==> config.mk <==
export PLATFORM = sky130hd
export DESIGN_NAME = nfcCmdTop
export DESIGN_NICKNAME = d
export VERILOG_FILES = /design/src/source/nfcCmdPkg.sv /design/src/source/nfcCaShifter.sv /design/src/source/nfcCmdSequencer.sv /design/src/source/nfcCmdTop.sv /design/src/source/nfcPadDriver.sv /design/src/source/nfcPhaseTimer.sv
export SDC_FILE = /design/constraint.sdc
export NUM_CORES = 1
export LEC_CHECK = 0
export BUFFER_PORTS_ARGS = -buffer_cell sky130_fd_sc_hd__buf_2
export CAP_MARGIN = 0
export CORE_ASPECT_RATIO = 0.6
export CORE_MARGIN = 5
export CORE_UTILIZATION = 45
export CTS_CLUSTER_SIZE = 14
export DETAILED_ROUTE_END_ITERATION = 12
export HOLD_SLACK_MARGIN = 0.02
export PLACE_DENSITY = 0.75
export SLEW_MARGIN = 25
export SYNTH_ARGS = -nofsm -noshare
export SYNTH_HDL_FRONTEND = slang
export SYNTH_SLANG_ARGS = --single-unit
==> constraint.sdc <==
create_clock -name iSystemClock -period 1.9 [get_ports iSystemClock]
set_input_delay 0.095 -clock iSystemClock [delete_from_list [all_inputs] [get_ports iSystemClock]]
set_output_delay 0.095 -clock iSystemClock [all_outputs]
set_load 0.005 [all_outputs]
==> src/source/nfcCmdPkg.sv <==
package nfcCmdPkg;

    localparam int NumberOfWays = 4;

    // widths with a meaning
    typedef logic [NumberOfWays-1:0]   wayMask_t;
    typedef logic [2*NumberOfWays-1:0] chipEnable_t; // active low, two pad halves
    typedef logic [3:0]                byteCount_t;  // byte count minus one
    typedef logic [39:0]               caData_t;
    typedef logic [7:0]                caByte_t;
    typedef logic [31:0]               dqWord_t;
    typedef logic [3:0]                laneCtl_t;
    typedef logic [3:0]                timerCount_t;

    // phase timing
    localparam timerCount_t TimerLast     = 4'd9; // 10 cycles per phase
    localparam timerCount_t StrobeLowLast = 4'd4; // write enable low for 5 cycles
    localparam byteCount_t  MaxByteIndex  = 4'd4; // five bytes at most

    // pad lane patterns
    localparam laneCtl_t LaneActive = 4'b0011;
    localparam laneCtl_t LaneIdle   = 4'b0000;
    localparam laneCtl_t WeActive   = 4'b0000;
    localparam laneCtl_t WeIdle     = 4'b0011;

    typedef struct packed {
        wayMask_t   targetWay;
        byteCount_t numOfData;
        logic       caSelect;  // high for command
        caData_t    caData;
    } cmdRequest_t;

    typedef struct packed {
        chipEnable_t chipEnable;
        laneCtl_t    writeEnable;
        laneCtl_t    addressLatchEnable;
        laneCtl_t    commandLatchEnable;
        dqWord_t     dq;
    } padBus_t;

    // Latch also opens the setup window at the pads, which lag by one cycle
    typedef enum logic [1:0] {
        Ready,
        Latch,
        Setup,
        Output
    } cmdState_t;

endpackage

==> src/source/nfcCaShifter.sv <==
`timescale 1ns/1ps

module nfcCaShifter (
    input  logic                   iSystemClock,
    input  logic                   rst,
    input  logic                   load,
    input  logic                   advance,
    input  nfcCmdPkg::cmdRequest_t request,
    output nfcCmdPkg::cmdRequest_t held,
    output nfcCmdPkg::caByte_t     currentByte,
    output logic                   lastByte
);

    import nfcCmdPkg::*;

    byteCount_t byteIndex;
    byteCount_t clippedCount;

    // counts above the last byte index act as the last byte index
    assign clippedCount = (request.numOfData > MaxByteIndex) ? MaxByteIndex
                                                             : request.numOfData;

    always_ff @(posedge iSystemClock) begin
        if (rst) begin
            byteIndex <= '0;
        end else if (load) begin
            byteIndex <= '0;
        end else if (advance) begin
            byteIndex <= byteIndex + 1'b1;
        end
    end

    always_ff @(posedge iSystemClock) begin
        if (load) begin
            held.targetWay <= request.targetWay;
            held.numOfData <= clippedCount;
            held.caSelect  <= request.caSelect;
            held.caData    <= request.caData;
        end else if (advance) begin
            held.caData <= held.caData << $bits(caByte_t); // next byte to the top
        end
    end

    // most significant byte goes out first
    assign currentByte = held.caData[$bits(caData_t)-1 -: $bits(caByte_t)];
    assign lastByte    = (byteIndex == held.numOfData);

endmodule

==> src/source/nfcCmdSequencer.sv <==
`timescale 1ns/1ps

module nfcCmdSequencer (
    input  logic                 iSystemClock,
    input  logic                 rst,
    input  logic                 start,
    input  logic                 phaseDone,
    input  logic                 lastByte,
    output nfcCmdPkg::cmdState_t state,
    output logic                 timerClear,
    output logic                 load,
    output logic                 advance,
    output logic                 ready,
    output logic                 lastStep
);

    import nfcCmdPkg::*;

    cmdState_t nextState;
    logic      startTaken;
    logic      finalCycle;

    // ready is only ever high in Ready
    assign startTaken = ready && start;

    // timer restarts so that count 0 lines up with Latch
    assign timerClear = startTaken;
    assign load       = startTaken;

    assign finalCycle = (state == Output) && phaseDone && lastByte;
    assign advance    = (state == Output) && phaseDone && !lastByte;

    always_comb begin
        nextState = state;
        case (state)
            Ready: begin
                if (startTaken) begin
                    nextState = Latch;
                end
            end
            Latch: begin
                nextState = Setup;
            end
            Setup: begin
                if (phaseDone) begin
                    nextState = Output;
                end
            end
            Output: begin
                if (finalCycle) begin
                    nextState = Ready;
                end
            end
            default: begin
                nextState = Ready;
            end
        endcase
    end

    always_ff @(posedge iSystemClock) begin
        if (rst) begin
            state    <= Ready;
            ready    <= 1'b0;
            lastStep <= 1'b0;
        end else begin
            state <= nextState;
            // one cycle late on return, the pads still show the last byte
            ready    <= (state == Ready) && !startTaken;
            lastStep <= finalCycle;
        end
    end

endmodule

==> src/source/nfcCmdTop.sv <==
`timescale 1ns/1ps

module nfcCmdTop (
    input  logic                   iSystemClock,
    input  logic                   rst,
    input  logic                   start,
    input  nfcCmdPkg::cmdRequest_t request,
    output logic                   ready,
    output logic                   lastStep,
    output nfcCmdPkg::padBus_t     pads
);

    import nfcCmdPkg::*;

    cmdState_t   state;
    logic        timerClear;
    logic        phaseDone;
    logic        strobeLow;
    logic        load;
    logic        advance;
    logic        lastByte;
    cmdRequest_t held;
    caByte_t     currentByte;

    nfcCmdSequencer u_sequencer (
        .iSystemClock (iSystemClock),
        .rst          (rst),
        .start        (start),
        .phaseDone    (phaseDone),
        .lastByte     (lastByte),
        .state        (state),
        .timerClear   (timerClear),
        .load         (load),
        .advance      (advance),
        .ready        (ready),
        .lastStep     (lastStep)
    );

    nfcPhaseTimer u_timer (
        .iSystemClock (iSystemClock),
        .rst          (rst),
        .timerClear   (timerClear),
        .phaseDone    (phaseDone),
        .strobeLow    (strobeLow)
    );

    nfcCaShifter u_shifter (
        .iSystemClock (iSystemClock),
        .rst          (rst),
        .load         (load),
        .advance      (advance),
        .request      (request),
        .held         (held),
        .currentByte  (currentByte),
        .lastByte     (lastByte)
    );

    nfcPadDriver u_padDriver (
        .iSystemClock (iSystemClock),
        .rst          (rst),
        .state        (state),
        .held         (held),
        .currentByte  (currentByte),
        .strobeLow    (strobeLow),
        .pads         (pads)
    );

endmodule

==> src/source/nfcPadDriver.sv <==
`timescale 1ns/1ps

module nfcPadDriver (
    input  logic                   iSystemClock,
    input  logic                   rst,
    input  nfcCmdPkg::cmdState_t   state,
    input  nfcCmdPkg::cmdRequest_t held,
    input  nfcCmdPkg::caByte_t     currentByte,
    input  logic                   strobeLow,
    output nfcCmdPkg::padBus_t     pads
);

    import nfcCmdPkg::*;

    logic    byteOut;
    dqWord_t dqNext;

    assign byteOut = (state == Output);

    // same byte on every lane of the bus
    assign dqNext = byteOut ? {($bits(dqWord_t) / $bits(caByte_t)){currentByte}} : '0;

    // pads follow the state one cycle later
    always_ff @(posedge iSystemClock) begin
        if (rst || state == Ready) begin
            pads.chipEnable         <= '1;
            pads.writeEnable        <= WeIdle;
            pads.addressLatchEnable <= LaneIdle;
            pads.commandLatchEnable <= LaneIdle;
            pads.dq                 <= '0;
        end else begin
            pads.chipEnable <= {~held.targetWay, ~held.targetWay}; // both pad halves
            pads.writeEnable <= (byteOut && strobeLow) ? WeActive : WeIdle;
            if (held.caSelect) begin
                pads.addressLatchEnable <= LaneIdle;
                pads.commandLatchEnable <= LaneActive;
            end else begin
                pads.addressLatchEnable <= LaneActive;
                pads.commandLatchEnable <= LaneIdle;
            end
            pads.dq <= dqNext;
        end
    end

endmodule

==> src/source/nfcPhaseTimer.sv <==
`timescale 1ns/1ps

module nfcPhaseTimer (
    input  logic iSystemClock,
    input  logic rst,
    input  logic timerClear,
    output logic phaseDone,
    output logic strobeLow
);

    import nfcCmdPkg::*;

    timerCount_t count;

    // free running, restarted by the sequencer at command start
    always_ff @(posedge iSystemClock) begin
        if (rst) begin
            count <= '0;
        end else if (timerClear) begin
            count <= '0;
        end else if (count == TimerLast) begin
            count <= '0;
        end else begin
            count <= count + 1'b1;
        end
    end

    assign phaseDone = (count == TimerLast);
    assign strobeLow = (count <= StrobeLowLast); // first half of a byte phase

endmodule

==> metrics.cfg <==
[worst_hold_path]
holdCritPathClass=in -> reg
hold-path-cell-count=2
hold_start=request[43]
whs_endpoint=u_shifter.held[43]$_SDFFCE_PN1P_

[global_route]
grt_use_total=0.132
grt_max_degree=28
grt_pass1_wl_microns=9250
grt_pass1_vias=1906
antenna_found_initial=0
grt_overflow=0

[clocking]
cts_tree=done
cts_num_sinks=76
cts_made_buffers=9
insertion_delay_ns=0.33
cts_resized=0
cts_buffer_depth=2
clk_pin_slew_ns=0.05
cts_root_buffer=clkbuf_16
cts_max_level=3

[final_layout]
layoutNonFillerInstCount=421
area_growth_syn_to_layout_pct=23.1
antenna_cells=0
drive_above_1_share=0.485
utilization=0.561
nets=385
fillers=608
regArea_sq_um=2010
fin_area_sq_um=4030
multiInputGateArea_sq_um=936

[route]
ant_nets=0
drt-met1-wl_microns=2680
drc=0
met2_length_microns=2540
drt_pre_antenna_iters=4
wl_met3_microns=581
highest_layer=met4
vias_per_cell=4.61
vias=1942
drtIter0Drc=70
wl_microns=5900
drt-wirelength-per-cell_microns=14.0

[placement]
portBuffers=99
dpl_cell_area_sq_um=3680
hpwl_microns=4460
placed_cells=400
dp_worst_setup_slack_ns=0.263
place_congestion=0.742

[sta]
fin_ws_ns=0.258
slew_viol_final=0
hold_viol_final=0
fin_tns_setup_ns=0
finalCriticalPeriod_ns=1.64
finClkSkew_ns=0.00581
fin_crit_sh=0.864
rsz0062_at_grt=false
clock.fmax_ghz=0.609
setup_viol=0

[setup_path]
r2r-start=u_timer.count[0]$_SDFF_PP0_
r2r_cells=5
setup.worst_path.end_class=register
slowest_delay_ns=0.39
crit_slowest_cell=dfxtp_1
cp_top_family=flip-flops
crit_chain=ha_1 -> nand4b_1 -> a41oi_2 -> or2_4 -> buf_4
cp.buffers_inverters=1
cp.arrival_ns=1.67
rr_endpoint=u_shifter.held[12]$_DFFE_PP_
startpoint=u_timer.count[0]$_SDFF_PP0_
worst-path-max-fanout=13
reg2reg_slack_ns=0.26
startpoint_type=register
path_class=reg -> reg
worstPathRequired_ns=1.93

[floorplan]
dieArea_sq_um=9140
fp.dieH_microns=76.1
initial_core_util=0.456
core_sq_um=7180
num_io_pins=106
die_w_microns=120
num_rows=24

[synth]
synth_cell_types=30
yosysWarnings=0
yosys.area.top_type=edfxtp_1
synth.top_cell.area_share=0.450
ys_seq_elements=76
yosys-top-cells-count=edfxtp_1 (49), buf_4 (38), mux2_2 (32)
ys.flop_type=edfxtp_1
async_flop_share=0
synth_seq_area_share=0.615
syn_inst=240
syn_area_sq_um=3270
synth_edf_count=49
synth_top_cells_by_area=edfxtp_1 (45%), dfxtp_1 (17%), mux2_2 (11%)
avgSynthCellArea_sq_um=13.6
yosysMostFrequentCell=edfxtp_1

[job]
maxCapViolations=0

[pwr]
p_per_area_nw_per_um2=1130
p_leak_nw=1.79
ir_drop_uv=523

[outcome]
run_status=finished, final reports clean

## what timing repair did
item | 4_1_cts | 5_1_grt
setup buffers | 0 | 0
hold endpoints to repair | 5 | 0
hold buffers | 5 | 0
## layout by cell type, fill, tap and decap left out, types with 2 or more instances in the layout
cell type      synthesis  routed
buf_2                  4      99
dfxtp_1               27      27
and3_1                17      17
clkbuf_16              0       9
clkinv_2               0       2
edfxtp_1              49      49
xnor2_1                6       6
buf_12                 0       2
nand2b_1               5       5
buf_4                 38       7
nand4_1                2       2
clkbuf_1               3       2
inv_1                  9       9
ha_1                   8       8
mux2i_1                4       4
nor2_1                 8       8
mux2_2                32      32
a21oi_1                3       3
nor3_1                 2       2
and2_1                 2       2
nand2_1                6       6
conb_1                 1       7
nand3_1                3       3
dlygate4sd3_1          0       5
## through the flow
stage | total power (W) | hold WS (ns)
finish | 0.00456 | 0.0598
global route | 0.00479 | 0.0519
CTS | 0.00462 | 0.0456
detailed placement | 0.00293 | 0.274
global placement | 0.00290 | 0.276
floorplan | 0.00267 | 0.194
## logic make-up (layout without fill, tap and decap cells)
kind of cell	Yosys count	count (layout)	share of synthesized area
multiplexers	36	36	0.122
XOR/XNOR	7	7	0.0187
adder cells (fa/ha/maj)	8	8	0.0306
other	1	7	0.00115
flip-flops	76	76	0.615
AND/OR/NAND/NOR	50	50	0.0841
AO/OA/AOI/OAI	8	8	0.0214
buffers and inverters	54	138	0.107
## flip-flops by register name, indices dropped and copies added (netlist names)
register               cells
u_sequencer.lastStep       1
u_shifter.currentByte      8
u_shifter.held            41
u_sequencer.ready          1
u_sequencer.state          2
u_padDriver.pads          15
u_shifter.byteIndex        4
u_timer.count              4
## final cells by class
cell class | instances | share of cell area
inverters | 9 | 0.00839
clock buffers | 12 | 0.0612
clock inverters | 4 | 0.0121
multi-input cells | 116 | 0.232
well taps | 91 | 0.0283
repair buffers | 113 | 0.158
flip-flops and latches | 76 | 0.499
## layer usage
metal	track usage	vias to the layer above
met5	0	-
met4	0.0549	0
met3	0.0586	8
met2	0.192	92
met1	0.172	874
li1	-	968
## worst max path at each step
stage               depth (start not counted)  slack [ns]                            endpoint
finish                                      5        0.26        u_shifter.held[12]$_DFFE_PP_
global route                                5        0.19        u_shifter.held[12]$_DFFE_PP_
CTS                                         5        0.25        u_shifter.held[12]$_DFFE_PP_
detailed placement                          5        0.26     u_shifter.held[1]$_SDFFCE_PN0P_
global placement                            5        0.31     u_shifter.held[4]$_SDFFCE_PN0P_
floorplan                                   5        0.09  u_shifter.currentByte[0]$_DFFE_PP_
## report_power, final
group	internal, W	total, W	switching (W)
logic	0.000406	0.000791	0.000385
clock network	0.00105	0.00166	0.000608
registers	0.00203	0.00211	0.0000720
(Power assumes the default switching activity.)
